`config.mk`:
```
export PLATFORM = sky130hd
export DESIGN_NAME = matrix_scan
export DESIGN_NICKNAME = d
export VERILOG_FILES = /design/src/matrix_pkg.sv /design/src/matrix_scan.sv
export SDC_FILE = /design/constraint.sdc
export NUM_CORES = 1
export LEC_CHECK = 0
export ABC_AREA = 1
export BUFFER_PORTS_ARGS = -buffer_cell sky130_fd_sc_hd__buf_2
export CORE_ASPECT_RATIO = 1.2
export CORE_MARGIN = 4
export CORE_UTILIZATION = 25
export DETAILED_ROUTE_END_ITERATION = 12
export HOLD_SLACK_MARGIN = 0.08
export SYNTH_ARGS = -nofsm -noshare
export SYNTH_HDL_FRONTEND = slang
export SYNTH_SLANG_ARGS = --single-unit
```
`constraint.sdc`:
```
create_clock -name clk -period 1.6 [get_ports clk]
set_input_delay 0.32 -clock clk [delete_from_list [all_inputs] [get_ports clk]]
set_output_delay 0.32 -clock clk [all_outputs]
set_load 0.005 [all_outputs]
```
`src/matrix_pkg.sv`:
```
`default_nettype none

package matrix_pkg;

    localparam int ROW_BITS = 5;             // Row address width.
    localparam int COLUMN_BITS = 9;          // Column address width.
    localparam int COLUMN_BYTES = 2;         // Host bytes per column address.
    localparam int BYTES_PER_PIXEL = 2;      // Host bytes per pixel word.
    localparam int PIXEL_SELECT_BITS = 1;    // Byte index width within a pixel.

    // Width of the column byte counter, never zero.
    localparam int COLUMN_COUNT_BITS = (COLUMN_BYTES > 1) ? $clog2(COLUMN_BYTES) : 1;

    localparam int ROWS = 1 << ROW_BITS;
    localparam int COLUMNS = 1 << COLUMN_BITS;
    localparam int FB_ADDR_BITS = ROW_BITS + COLUMN_BITS;
    localparam int FB_DEPTH = ROWS * COLUMNS; // Also the frame length in cycles.

    typedef logic [7:0] byte_t;
    typedef logic [ROW_BITS-1:0] row_addr_t;
    typedef logic [COLUMN_BITS-1:0] column_addr_t;
    typedef logic [PIXEL_SELECT_BITS-1:0] pixel_select_t; // 1 selects the high byte.
    typedef logic [BYTES_PER_PIXEL*8-1:0] pixel_t;
    typedef logic [FB_ADDR_BITS-1:0] fb_addr_t;            // {row, column}.
    typedef logic [COLUMN_COUNT_BITS-1:0] column_count_t;

endpackage

`default_nettype wire
```
`src/matrix_scan.sv`:
```
`default_nettype none
`timescale 1ns/100ps

module matrix_scan
    import matrix_pkg::*;
(
    input  logic         clk,
    input  logic         reset,
    input  byte_t        brightness,
    input  pixel_t       read_data,
    output row_addr_t    read_row,
    output column_addr_t read_column,
    output logic         pixel_valid,
    output logic         output_enable,
    output row_addr_t    pixel_row,
    output column_addr_t pixel_column,
    output pixel_t       pixel_data
);

    logic last_column;
    byte_t column_level;    // Column position on the brightness scale.

    assign last_column = (read_column == column_addr_t'(COLUMNS - 1));

    // Raster address counters, column fastest.
    always_ff @(posedge clk or posedge reset) begin
        if (reset) begin
            read_row <= '0;
            read_column <= '0;
        end else begin
            read_column <= read_column + 1'b1;
            if (last_column) begin
                read_column <= '0;
                read_row <= read_row + 1'b1;  // Wraps to row 0 after the last row.
            end
        end
    end

    // Coordinates follow the read address by the memory latency.
    always_ff @(posedge clk or posedge reset) begin
        if (reset) begin
            pixel_valid <= 1'b0;
            pixel_row <= '0;
            pixel_column <= '0;
        end else begin
            pixel_valid <= 1'b1;
            pixel_row <= read_row;
            pixel_column <= read_column;
        end
    end

    assign pixel_data = read_data;    // Already registered in the framebuffer.

    // Left part of each row lit, width set by brightness.
    assign column_level = pixel_column[COLUMN_BITS-1 -: 8];
    assign output_enable = (column_level < brightness);

endmodule

`default_nettype wire

```
# Yosys cells after proc, flatten, opt, wreduce, memory -nomap -nowiden
# Index checks and enable logic that the tools add are counted.
[word_totals] latch_bits=0 word_cells=10 output_inout_bits=46 romBits=0 n_memories=0 inputBits=26 ff_bits=29 ram_bits=0
[op_classes] mux=1 bitwise_logic=0 n_reduce_logical=0 n_eq_ne=1 n_lt_le_gt_ge=1 addsub=2 div=0 shifts=0 mul=0
[ops] op="9-bit by 1-bit adder with 9-bit output, second input constant" count=1
[ops] op="9-bit == test, second input constant" count=1
[ops] op="9-bit 2-to-1 mux" count=1
[ops] op="8-bit less-than comparator" count=1
[ops] op="5-bit by 1-bit adder with 5-bit output, second input constant" count=1

# Longest topological paths before layout
[depth] ltp_word=2 ltp_mapped=10

# Worst setup path before layout
# No wires, ideal clock.
[synth_path] kind="register to register" start="register read_column[0]" end="register read_row[4]" arrival_time_ns=1.514 stages_incl_launch_ff=9 path_buffers=1 slack_ns=-0.037 required_ns=1.477 setup_ns=0.123 synth_period_minus_slack_ns=1.637 cell_sequence="dfrtp_1 -> ha_1 -> nand2_1 -> nor2_2 -> and3_1 -> ha_1 -> buf_4 -> nand4_1 -> xnor2_1"
[synth_between] elab_chain_len=1
[synth_rtl] item="start, declared" line_no="matrix_scan.sv:12" source="output column_addr_t read_column,"
[synth_rtl] item="start signal, assigned" line_no="matrix_scan.sv:31" source="read_column <= read_column + 1'b1;"
[synth_rtl] item="9-bit == test" line_no="matrix_scan.sv:23" source="assign last_column = (read_column == column_addr_t'(COLUMNS - 1));"
[synth_rtl] item="end signal, assigned" line_no="matrix_scan.sv:34" source="read_row <= read_row + 1'b1;"
[synth_rtl] item="end, declared" line_no="matrix_scan.sv:11" source="output row_addr_t read_row,"
# No other way between the ends.
# A chain may end at the register's enable or synchronous reset.

# Worst setup path in the final report
[layout_path] start="register pixel_column[2]" end="output port output_enable"
[layout_between] elab_chain_len=1
[layout_rtl] item="start, declared" line_no="matrix_scan.sv:16" source="output column_addr_t pixel_column,"
[layout_rtl] item="start signal, assigned" line_no="matrix_scan.sv:48" source="pixel_column <= read_column;"
[layout_rtl] item="8-bit less-than comparator" line_no="matrix_scan.sv:56" source="assign output_enable = (column_level < brightness);"
[layout_rtl] item="end, declared" line_no="matrix_scan.sv:14" source="output logic output_enable,"
# No other way between the ends.

==> metrics.md <==
| Metric | Value |
|---|---|
| Clk sinks | 29 |
| Die H | 87.1 um |
| Router iterations before antenna repair | 4 |
| GRT Util Overall | 0.0846 |
| Congestion Overflow GR | 0 |
| I/O pins | 72 |
| Yosys cell types | 22 |
| HPWL after detailed placement | 1.86 mm |
| Syn Nets | 160 |
| CORE AREA | 0.00501 mm^2 |
| DR vias | between 900 and 1,000 |
| Starting Density | 0.260 |
| Total area of sequential cells | slightly above 700 um^2 |
| Most instantiated cells after synthesis | dfrtp_1 (29), buf_4 (17), inv_1 (16), nand2_1 (16), ha_1 (10) |
| Max clock buf depth | 2 |
| Share of cells above drive strength 1 | 0.433 |
| Max Fclk | 591 MHz |
| Critical path type | flip-flop to output pin |
| Max H-tree Level | 2 |
| Total power per unit cell area | ~800 mW/mm^2 |
| Top-count cell post-synth | dfrtp_1 |
| Synth Flop Type | dfrtp_1 |
| Maximum fanout along the worst path | 2 |
| Failing checks | setup timing |
| Clock transition at path regs | 0.06 ns |
| Vias/cell | 4.08 |
| Crit end category | output pin |
| Die footprint | 0.00644 mm^2 |
| Largest area contributor in the synthesized netlist | dfrtp_1 |
| RePlAce Congestion | 0.713 |
| Top cells by area, synth | dfrtp_1 (56%), buf_4 (9.8%), ha_1 (9.6%), inv_1 (4.6%), nand2_1 (4.6%) |
| Pre-CTS setup slack | -0.0692 ns |
| Largest net degree at the start of global routing | 30 |
| Max-slew violations | 0 |
| Fin nets | 200 |
| Status | finished with violations |
| Diodes inserted | 0 |
| Period utilisation layout | 1.06 |
| Std-Cell Rows | 28 |
| Final worst slack | -0.0921 ns |
| CTS buffer count | 5 |
| Pleak | approximately 0.00094 uW |
| DRT iter0 DRCs | 26 |
| Post-placement cell area | around 0.0015 mm^2 |
| DRT antenna net count | 0 |
| Setup_tns | -0.0921 ns |
| Final Hold Vio Count | 0 |
| Area grow syn2layout | 29.2% |
| Vias in the first global route | 922 |
| Port Buffer Count | 39 |
| Seq/Total Area, Yosys | 0.556 |
| Critical Path RT | 1.28 ns |
| RSZ-0062 raised after global routing | true |
| Routed len/inst | 10.9 um |
| Post-Syn Area | 0.00131 mm^2 |
| Post-CTS Hold Fix Bufs | 0 |
| Clock root buffer | clkbuf_8 |
| Yosys top cell area share | 0.556 |
| Chip width | 74.0 um |
| Post-synth EDFFs | 0 |
| Number of max-cap violations | 0 |
| Wirelength, routed | 2.43 mm |
| Crit path DAT | 1.37 ns |
| DRC viols | 0 |
| Clock Skew | 0.00619 ns |
| CTS tree | done |
| # fillers | 515 |
| Cell count after synthesis | ~120 |
| Worst-Skew Late Latency | 0.27 ns |
| Fin crit period | 1.69 ns |
| YS warnings | 0 |
| Maximum vdd ir drop | approximately 380 uV |
| Post-synthesis register bit count | 29 |
| Final instance area | 0.00169 mm^2 |
| Initial antenna violation count | 0 |
| Async set-or-reset flop fraction in the synthesized netlist | 1.00 |
| First-pass GRT wire length | ~4.1 mm |
| Final setup fails | 1 |
| Worst hold path class | primary input to async pin |
| Multi-input gate area | 458 um^2 |
| Reg2Reg Depth | 8 |
| Crit start category | flip-flop |
| Mean Syn Cell Area | 10.5 um^2 |
[worst paths after layout]
check | from | endpoint | slack (ns)
worst max-delay path | pixel_column[2] | output_enable | -0.09
worst min-delay path | reset | pixel_row[4] | 0.10
worst max register to register | read_column[1] | read_column[2] | 0.10
worst min register to register | read_row[4] | pixel_row[4] | 0.44
max in group asynchronous | reset | pixel_row[0] | 1.21
min in group clk | read_row[4] | pixel_row[4] | 0.44
[what timing repair did]
action,CTS,global route
gates resized for setup,4,5
endpoints found under the setup margin,9,8
pin swaps,1,3
setup buffers,0,1
[cell families after synthesis]
family,Yosys count,synth area share
buffers and inverters,34,0.147
and+or+nand+nor,32,0.118
DFF,29,0.556
AOI/OAI and AO/OA,15,0.0604
adders and majority gates,10,0.0959
xor gates and xnor gates,3,0.0201
other,1,0.00287
[placed cells by master (no fill, tap or decap), types with 3 or more instances in the layout]
master    count
buf_4        11
inv_1        16
clkbuf_8      6
nand2_1      14
o21ai_1       4
a21oi_1       6
a21oi_2       3
nor2_1        6
buf_2        39
ha_4          4
dfrtp_1      29
ha_1          5
[metal layers]
layer | vias up | track usage | wire length, um
met5 | - | 0 | 0
met3 | 11 | 0.0277 | 196
met1 | 419 | 0.0942 | 959
met4 | 0 | 0.0461 | 65
li1 | 456 | - | -
met2 | 28 | 0.140 | 1210
[report_power, final]
group          leakage [uW]  switching (uW)  total, uW  internal, uW
clock             0.0000443             252        592           340
sequential         0.000379           0.212        735           735
combinational      0.000521            32.6       54.9          22.3
total              0.000944             285       1380          1100
[through the flow]
| stage | hold WS [ns] | instances | utilization | power (uW) |
|---|---|---|---|---|
| after floorplan | 0.398 | 124 | - | 809 |
| after global placement | 0.406 | 216 | 0.306 | 797 |
| after detailed placement | 0.395 | 216 | 0.306 | 798 |
| after CTS | 0.111 | 223 | 0.329 | 1410 |
| after global routing | 0.144 | 224 | 0.337 | 1450 |
| final | 0.103 | 224 | 0.337 | 1380 |
[registers in the layout (all words and copies together) (netlist names)]
register,count
read_row,5
pixel_valid,1
pixel_row,5
pixel_column,9
read_column,9
[worst max-delay path, cell delays in order, from the launching register on]
cell and delay, ns:
dfrtp_1 0.37, ha_1 0.26, nand2_1 0.06, nand2_1 0.06, nand2_1 0.08, nand2_2 0.05, a21oi_2 0.10, buf_2 0.12
[final cells by class]
class,instances,area share
Timing Repair Buffer,50,0.165
Multi-Input combinational cell,61,0.272
Tap cell,60,0.0445
Inverter,17,0.0378
Sequential cell,29,0.430
Clock buffer,7,0.0512
Note: power is estimated with default switching activity, not from simulation.
