===== src/matrix_pkg.sv =====
`default_nettype none

package matrix_pkg;

    localparam int ROW_BITS = 5;             // Row address width.
    localparam int COLUMN_BITS = 9;          // Column address width.
    localparam int COLUMN_BYTES = 2;         // Host bytes per column address.
    localparam int BYTES_PER_PIXEL = 2;      // Host bytes per pixel word.
    localparam int PIXEL_SELECT_BITS = 1;    // Byte index width within a pixel.

    // Width of the column byte counter, never zero.
    localparam int COLUMN_COUNT_BITS = (COLUMN_BYTES > 1) ? $clog2(COLUMN_BYTES) : 1;

    localparam int ROWS = 1 << ROW_BITS;
    localparam int COLUMNS = 1 << COLUMN_BITS;
    localparam int FB_ADDR_BITS = ROW_BITS + COLUMN_BITS;
    localparam int FB_DEPTH = ROWS * COLUMNS; // Also the frame length in cycles.

    typedef logic [7:0] byte_t;
    typedef logic [ROW_BITS-1:0] row_addr_t;
    typedef logic [COLUMN_BITS-1:0] column_addr_t;
    typedef logic [PIXEL_SELECT_BITS-1:0] pixel_select_t; // 1 selects the high byte.
    typedef logic [BYTES_PER_PIXEL*8-1:0] pixel_t;
    typedef logic [FB_ADDR_BITS-1:0] fb_addr_t;            // {row, column}.
    typedef logic [COLUMN_COUNT_BITS-1:0] column_count_t;

endpackage

`default_nettype wire

===== src/command_pkg.sv =====
`default_nettype none

package command_pkg;
    import matrix_pkg::*;

    typedef enum logic [7:0] {
        CMD_WRITE_PIXEL = 8'h72,  // "r"
        CMD_BRIGHTNESS  = 8'h62   // "b"
    } cmd_opcode_t;

    typedef enum logic [1:0] {
        DEC_IDLE,
        DEC_PIXEL,
        DEC_BRIGHTNESS
    } decoder_state_t;

    localparam byte_t BRIGHTNESS_RESET = 8'h80;

    // Byte that the pixel handler currently presents to the framebuffer.
    typedef struct packed {
        row_addr_t     row;
        column_addr_t  column;
        pixel_select_t pixel;
        byte_t         data;
    } fb_write_t;

endpackage

`default_nettype wire


===== src/command_decoder.sv =====
`default_nettype none
`timescale 1ns/100ps

module command_decoder
    import matrix_pkg::*;
    import command_pkg::*;
(
    input  logic      clk,
    input  logic      reset,
    input  byte_t     rx_data,
    input  logic      rx_valid,
    output byte_t     brightness,
    output logic      cmd_error,
    output fb_write_t fb_write,
    output logic      ram_write_enable,
    output logic      ram_access_start
);

    decoder_state_t state;

    logic handler_enable;
    logic handler_done;

    // Payload bytes of a pixel command go straight to the handler.
    assign handler_enable = rx_valid && (state == DEC_PIXEL);

    control_cmd_readpixel u_readpixel (
        .clk              (clk),
        .reset            (reset),
        .enable           (handler_enable),
        .data_in          (rx_data),
        .fb_write         (fb_write),
        .ram_write_enable (ram_write_enable),
        .ram_access_start (ram_access_start),
        .done             (handler_done)
    );

    always_ff @(posedge clk or posedge reset) begin
        if (reset) begin
            state <= DEC_IDLE;
            brightness <= BRIGHTNESS_RESET;
            cmd_error <= 1'b0;
        end else begin
            cmd_error <= 1'b0;    // Single-cycle pulse.
            case (state)
                DEC_IDLE: begin
                    if (rx_valid) begin
                        case (rx_data)
                            CMD_WRITE_PIXEL: state <= DEC_PIXEL;
                            CMD_BRIGHTNESS:  state <= DEC_BRIGHTNESS;
                            default:         cmd_error <= 1'b1;
                        endcase
                    end
                end
                DEC_PIXEL: begin
                    if (handler_done) begin
                        state <= DEC_IDLE;
                    end
                end
                DEC_BRIGHTNESS: begin
                    if (rx_valid) begin
                        brightness <= rx_data;
                        state <= DEC_IDLE;
                    end
                end
                default: begin
                    state <= DEC_IDLE;
                end
            endcase
        end
    end

endmodule

`default_nettype wire


===== src/control_cmd_readpixel.sv =====
`default_nettype none
`timescale 1ns/100ps

module control_cmd_readpixel
    import matrix_pkg::*;
    import command_pkg::*;
(
    input  logic      clk,
    input  logic      reset,
    input  logic      enable,
    input  byte_t     data_in,
    output fb_write_t fb_write,
    output logic      ram_write_enable,
    output logic      ram_access_start,
    output logic      done
);

    typedef enum logic [1:0] {
        HS_ROW,
        HS_COLUMN,
        HS_PIXEL,
        HS_DONE
    } handler_state_t;

    handler_state_t state;

    row_addr_t row;
    logic [COLUMN_BYTES*8-1:0] column_bits;   // Little-endian column assembly.
    column_count_t column_byte;
    pixel_select_t pixel_select;              // Select for the next pixel byte.
    pixel_select_t pixel_out;                 // Select of the byte on fb_write.
    byte_t data_out;

    assign fb_write = '{
        row:    row,
        column: column_bits[COLUMN_BITS-1:0],
        pixel:  pixel_out,
        data:   data_out
    };

    always_ff @(posedge clk or posedge reset) begin
        if (reset) begin
            state <= HS_ROW;
            row <= '0;
            column_bits <= '0;
            column_byte <= '0;
            pixel_select <= '0;
            pixel_out <= '0;
            data_out <= '0;
            ram_write_enable <= 1'b0;
            ram_access_start <= 1'b0;
            done <= 1'b0;
        end else begin
            case (state)
                HS_ROW: begin
                    if (enable) begin
                        row <= data_in[ROW_BITS-1:0];    // Upper bits are ignored.
                        column_byte <= '0;
                        ram_write_enable <= 1'b0;
                        done <= 1'b0;
                        state <= HS_COLUMN;
                    end
                end
                HS_COLUMN: begin
                    if (enable) begin
                        column_bits[column_byte*8 +: 8] <= data_in; // LSB first.
                        if (column_byte == column_count_t'(COLUMN_BYTES - 1)) begin
                            pixel_select <= pixel_select_t'(BYTES_PER_PIXEL - 1);
                            ram_write_enable <= 1'b1;
                            state <= HS_PIXEL;
                        end else begin
                            column_byte <= column_byte + 1'b1;
                        end
                    end
                end
                HS_PIXEL: begin
                    if (enable) begin
                        data_out <= data_in;
                        pixel_out <= pixel_select;
                        ram_access_start <= ~ram_access_start; // One toggle per byte.
                        if (pixel_select == '0) begin
                            done <= 1'b1;
                            state <= HS_DONE;
                        end else begin
                            pixel_select <= pixel_select - 1'b1;
                        end
                    end
                end
                HS_DONE: begin
                    // Write enable drops with the toggle, so clearing it writes nothing.
                    done <= 1'b0;
                    ram_write_enable <= 1'b0;
                    ram_access_start <= 1'b0;
                    row <= '0;
                    column_bits <= '0;
                    data_out <= '0;
                    state <= HS_ROW;
                end
                default: begin
                    state <= HS_ROW;
                end
            endcase
        end
    end

endmodule

`default_nettype wire


===== config.mk =====
export PLATFORM = sky130hd
export DESIGN_NAME = command_decoder
export DESIGN_NICKNAME = d
export VERILOG_FILES = /design/src/matrix_pkg.sv /design/src/command_pkg.sv /design/src/command_decoder.sv /design/src/control_cmd_readpixel.sv
export SDC_FILE = /design/constraint.sdc
export NUM_CORES = 1
export LEC_CHECK = 0
export BUFFER_PORTS_ARGS = -buffer_cell sky130_fd_sc_hd__buf_2
export CAP_MARGIN = 15
export CORE_MARGIN = 4
export CORE_UTILIZATION = 57
export CTS_CLUSTER_DIAMETER = 40
export DETAILED_ROUTE_END_ITERATION = 8
export GPL_TIMING_DRIVEN = 1
export PLACE_DENSITY = 0.84
export SYNTH_ARGS = -nofsm -noshare
export SYNTH_HDL_FRONTEND = slang
export SYNTH_SLANG_ARGS = --single-unit
export TNS_END_PERCENT = 10

===== constraint.sdc =====
create_clock -name clk -period 3.6 [get_ports clk]
set_input_delay 0.36 -clock clk [delete_from_list [all_inputs] [get_ports clk]]
set_output_delay 0.36 -clock clk [all_outputs]
set_load 0.01 [all_outputs]

* Word level (Yosys, flattened, before mapping)
Cells that the tools add are included.
** Storage, ports and cells
- Register bits :: 48
- Latch bits :: 0
- Bits in writable memories :: 0
- Bits in read-only memories :: 0
- Input port bits :: 11
- Memories kept :: 0
** Operators by class
- $add $sub $neg :: 3
- Multipliers :: 0
- Div/mod/pow operators :: 0
- Order comparisons :: 0
- Eq/ne operators :: 16
- Shifts and indexed selects :: 2
- Multiplexer cells :: 36
- Bitwise gates (word level) :: 1
- Reduce and logical (&&, ||, !) cells :: 22
** Operator list (count)
- $neg A4 Y34 :: 1
- $shift A8 B34 Y16 const A :: 1
- $shiftx A8 B34 Y16 :: 1
- $pmux W16 S2 :: 1
- $bwmux W16 :: 1
- $eq A8 B7 Y1 const B :: 2
- $mux W16 :: 1
- $mux W2 :: 8
- $pmux W8 S2 :: 1
- $reduce_and A4 Y1 :: 4
- $mux W1 :: 13
- $ne A2 B2 Y1 const B :: 6
- $pmux W5 S2 :: 1
- $reduce_and A2 Y1 :: 5
- $reduce_bool A2 Y1 :: 5
- $mux W8 :: 1
- $pmux W2 S4 :: 1
- $eq A2 B2 Y1 const B :: 3
- $pmux W1 S2 :: 3
- $pmux W1 S3 :: 2
- $pmux W2 S3 :: 1
- $reduce_bool A3 Y1 :: 2
- $mux W5 :: 1
- $reduce_and A5 Y1 :: 1
- other kinds (11) :: 14

* Logic depth before layout (Yosys ltp)
- Depth in word-level cells :: 5
- Gate-level depth with buffers :: 6
- Depth with buffers taken out :: 5

* Cells and area by module
Synthesis repeated with hierarchy kept, for this count alone.
** Second synthesis, totals
- Cells, all modules :: 166
- Area total of the unflattened synthesis :: 2000.7 µm²
** By module, submodules not included
- control_cmd_readpixel :: instances 1, cells each 135, area an instance 1519.0 µm², seq. area each 750.7 µm²
- command_decoder :: instances 1, cells each 31, area an instance 481.7 µm², seq. area each 276.5 µm²

* Worst setup path after synthesis
OpenSTA, ideal clock, no wires.
- Path type :: register -> register
- From :: register u_readpixel.state[1]
- To :: register u_readpixel.column_bits[0]
- Setup time :: 0.125 ns
- Data arrival time :: 1.498 ns
- Path slack :: 1.977 ns
- Stages on the path, launching flop included :: 6
- Buffers on the path :: 1
- Cell sequence :: dfrtp_1 -> inv_1 -> ha_1 -> clkbuf_1 -> a22oi_2 -> mux2_2
** Between the ends
- Word-level cells in the longest chain between the ends :: 3
** RTL lines
- start: declaration :: RTL line control_cmd_readpixel.sv:25 : handler_state_t state;
- start signal: assignment :: RTL line control_cmd_readpixel.sv:43 : state <= HS_ROW;
- start signal: assignment :: RTL line control_cmd_readpixel.sv:61 : state <= HS_COLUMN;
- start signal: assignment :: RTL line control_cmd_readpixel.sv:70 : state <= HS_PIXEL;
- $eq A2 B1 Y1 or $eq A2 B2 Y1 (tied branches) :: RTL line control_cmd_readpixel.sv:54 : case (state)
- $ne A2 B2 Y1 (no line) or $reduce_bool A2 Y1 (tied branches)
- $reduce_and A2 Y1 (no line)
- end signal: indexed assignment :: RTL line control_cmd_readpixel.sv:66 : column_bits[column_byte*8 +: 8] <= data_in;
- end: declaration :: RTL line control_cmd_readpixel.sv:28 : logic [COLUMN_BYTES*8-1:0] column_bits;
Several ways; a longest one is shown, not always the timed one.
A chain may end at the register's enable or synchronous reset.

* Worst setup path after layout
- From :: register u_readpixel.state[0]
- To :: register u_readpixel.state[1]
** Between the ends
- Word-level cells in the longest chain between the ends :: 3
** RTL lines (RTL line)
- $eq A2 B1 Y1, or another cell as far along :: control_cmd_readpixel.sv:54
- $ne A2 B1 Y1 (no line) or $ne A2 B2 Y1 (tied branches)
- $reduce_and A5 Y1 (no line)
Several ways; a longest one is shown, not always the timed one.

==> metrics <==
Rows=21; diodes inserted=0; Worst Skew=0.00765 ns; worst-margin pin slew=0.768 ns; DIE HEIGHT=66.8 um; first-pass GRT wire length=7230 um; Hold-fix buffers, CTS=0; initial core utilization=0.590; Clock Power Share=0.144; Setup WS pre-CTS=1.61 ns; Post-Synth Simple-Gate Area=0.153; mux contribution to synthesized area=0.0954; Worst R2R End=u_readpixel.state[1]$_DFFE_PP0P_; P_int=991 uW; vias per inst=5.72; sequential-to-total area share from yosys stat=0.522; Synth Net Count=197; worst path cell trace=inv_1 -> ha_1 -> a222oi_1 -> mux2_1; status=complete, no violations; Placer Congestion=0.775; reg2reg start=u_readpixel.state[0]$_DFFE_PP0P_; post-synthesis average cell area=10.9 um^2; max-cap viol count=0; largest family of logic cells by synthesized area=simple AND/OR/NAND/NOR gates; layout cell share with drive strength beyond 1=0.311; type of destination of the critical path=flop; Cell Area, Synth=1970 um^2; fin area=2260 um^2; Synth async-reset ratio=1.00; R2R depth=4; Worst setup SP type=flop; net switching power figure=659 uW; Cells after Synth=181; gr ovfl total=0; DRC viols=0; Worst slew margin=0.488; Die Footprint=4460 um^2; Detail Route Antenna Nets=0; Seq pwr share=0.425; post-DP HPWL=3070 um; worst path required time=3.84 ns; Tcrit/Tclk final=0.559; count of cell types in the netlist=41; endpoints failing setup=0; post-synthesis xor/xnor area fraction=0; Placeable Area=3340 um^2; post-CTS setup buffer count=0; final hold violation count=0; Max Freq=497 MHz; DRT iter0 DRCs=91; dpl cell area=2200 um^2; synthesis-stage register bit count=41; Area Growth Syn to Fin=14.6%; wire length per cell=15.9 um; Max stage delay on crit path=0.57 ns; io pins=45; HP Class=primary input to async pin; initial antenna violation count=0; Layout Nets=238; clk slew on worst S/H paths=0.11 ns; number of flops mapped to enable cells by yosys=0; TritonCTS clock tree=built; maximum level of the CTS H-tree=2; Core Util, Final=0.676; Ys Warns=0; maximum number of pins on one net before global-route repair=24; maximum vdd drop=459 uV; number of gates resized after CTS=0; vias in the first global route=1,481; Adder-Cell Fraction of Synth Area=0.0318; cts bufs inserted=5; CP max FO=23; post-route setup slack=1.59 ns; Root Driver=clkbuf_4; combinational share of power=0.431; Pleak=0.00115 uW; CTS Sinks=41; FF-to-FF setup slack=1.59 ns; Main synth FF type=dfrtp_1; Max stage delay cell, worst path=a222oi_1; total global-route track usage=0.219; post-synthesis compound-gate area fraction=0.147; DIE WIDTH=66.8 um; Pins Over Slew Limit=0; Clock Latency Late Sink=0.35 ns; Data arrival, critical path=2.25 ns; setup TNS=0 ns; DR vias=1,533; Setup CP Type=flop to flop; power per cell area=731 nW/um^2; Sw Ratio=0.399; Initial DRT Pass Iterations=4; wirelength, routed=4260 um; unrepaired setup endpoints after global routing=no; CTS max path bufs=2; input/output buffers=44; Min Clock Period, post-route=2.01 ns
cell usage after synthesis (3+ instances only):
cell type | n | area (um^2)
dfrtp_1 | 40 | 1000
inv_1 | 11 | 41.3
mux2_2 | 13 | 146
nor2_1 | 5 | 18.8
mux2i_1 | 3 | 30.0
a31oi_1 | 9 | 56.3
nor2b_1 | 6 | 37.5
and3_1 | 5 | 31.3
clkbuf_1 | 7 | 26.3
nand2_1 | 19 | 71.3
o21ai_0 | 5 | 25.0
nand3_1 | 4 | 20.0
a221o_1 | 4 | 40.0
ha_1 | 5 | 62.6
a21oi_1 | 11 | 55.1
nand2b_1 | 3 | 18.8
worst max path at each step:
stage | from | end | cells after the start
CTS | u_readpixel.state[0]$_DFFE_PP0P_ | u_readpixel.state[1]$_DFFE_PP0P_ | 4
finish | u_readpixel.state[0]$_DFFE_PP0P_ | u_readpixel.state[1]$_DFFE_PP0P_ | 4
floorplan | u_readpixel.state[1]$_DFFE_PP0P_ | u_readpixel.column_bits[0]$_DFFE_PP0P_ | 5
global placement | u_readpixel.state[0]$_DFFE_PP0P_ | u_readpixel.state[1]$_DFFE_PP0P_ | 4
detailed placement | u_readpixel.state[0]$_DFFE_PP0P_ | u_readpixel.state[1]$_DFFE_PP0P_ | 4
global route | u_readpixel.state[0]$_DFFE_PP0P_ | u_readpixel.state[1]$_DFFE_PP0P_ | 4
worst max-delay path: cells and delay by family, from the launching register on:
family          cells  cell delay, ns
mux                 1            0.37
compound gates      1            0.57
fa+ha+maj           1            0.46
flops               1            0.40
buf+inv             1            0.10
final cells by class:
type	instances	area [um^2]
clock buffers	7	55.1
fillers	277	1080
inverters	11	41.3
multi-input cells	117	840
flip-flops and latches	41	1030
well taps	46	57.6
repair buffers	46	235
layer usage:
metal  routed length, um  vias up  track usage
met4                  51        0       0.0787
met2                1990       40        0.318
met5                   0        -            0
met3                 290        5       0.0675
met1                1930      758        0.308
li1                    -      730            -
state kept, by name (all words and copies together), names as in the netlist, 2 cells and up:
name                     count
state                        2
u_readpixel.data_out         8
u_readpixel.state            2
u_readpixel.row              5
brightness                   8
u_readpixel.column_bits      9
power groups by stage:
stage / Sequential [uW] / Clock [uW] / Combinational (uW)
finish: 702 / 237 / 711
global route: 725 / 261 / 792
CTS: 700 / 237 / 712
detailed placement: 707 / 0 / 712
global placement: 703 / 0 / 692
floorplan: 742 / 0 / 456
layout by cell type, fill, tap and decap left out, drive strengths merged, types with 2 or more instances in the layout:
master,n
mux2i,3
nor3b,2
nor2,5
nor4bb,2
o21ai,5
nand2,19
dfrtp,40
a21oi,11
and3,5
inv,11
mux2,14
nand3,4
clkbuf,7
ha,5
o2111ai,2
a31oi,9
a221o,4
o211ai,2
o22ai,2
nand3b,2
nor2b,6
buf,46
nand2b,3
through the flow:
stage / instances / power [uW] / hold slack (ns)
3_5_place_dp: 261 / 1420 / 0.491
3_3_place_gp: 261 / 1390 / 0.482
4_1_cts: 268 / 1650 / 0.155
2_1_floorplan: 181 / 1200 / 0.481
6_report: 268 / 1650 / 0.123
5_1_grt: 268 / 1780 / 0.176
cell families after synthesis:
group	after synthesis
adders and majority gates	5
and+or+nand+nor	53
muxes	17
buffers and inverters	23
AOI/OAI and AO/OA	42
DFF	41
Power figures use the tool's default switching activity.
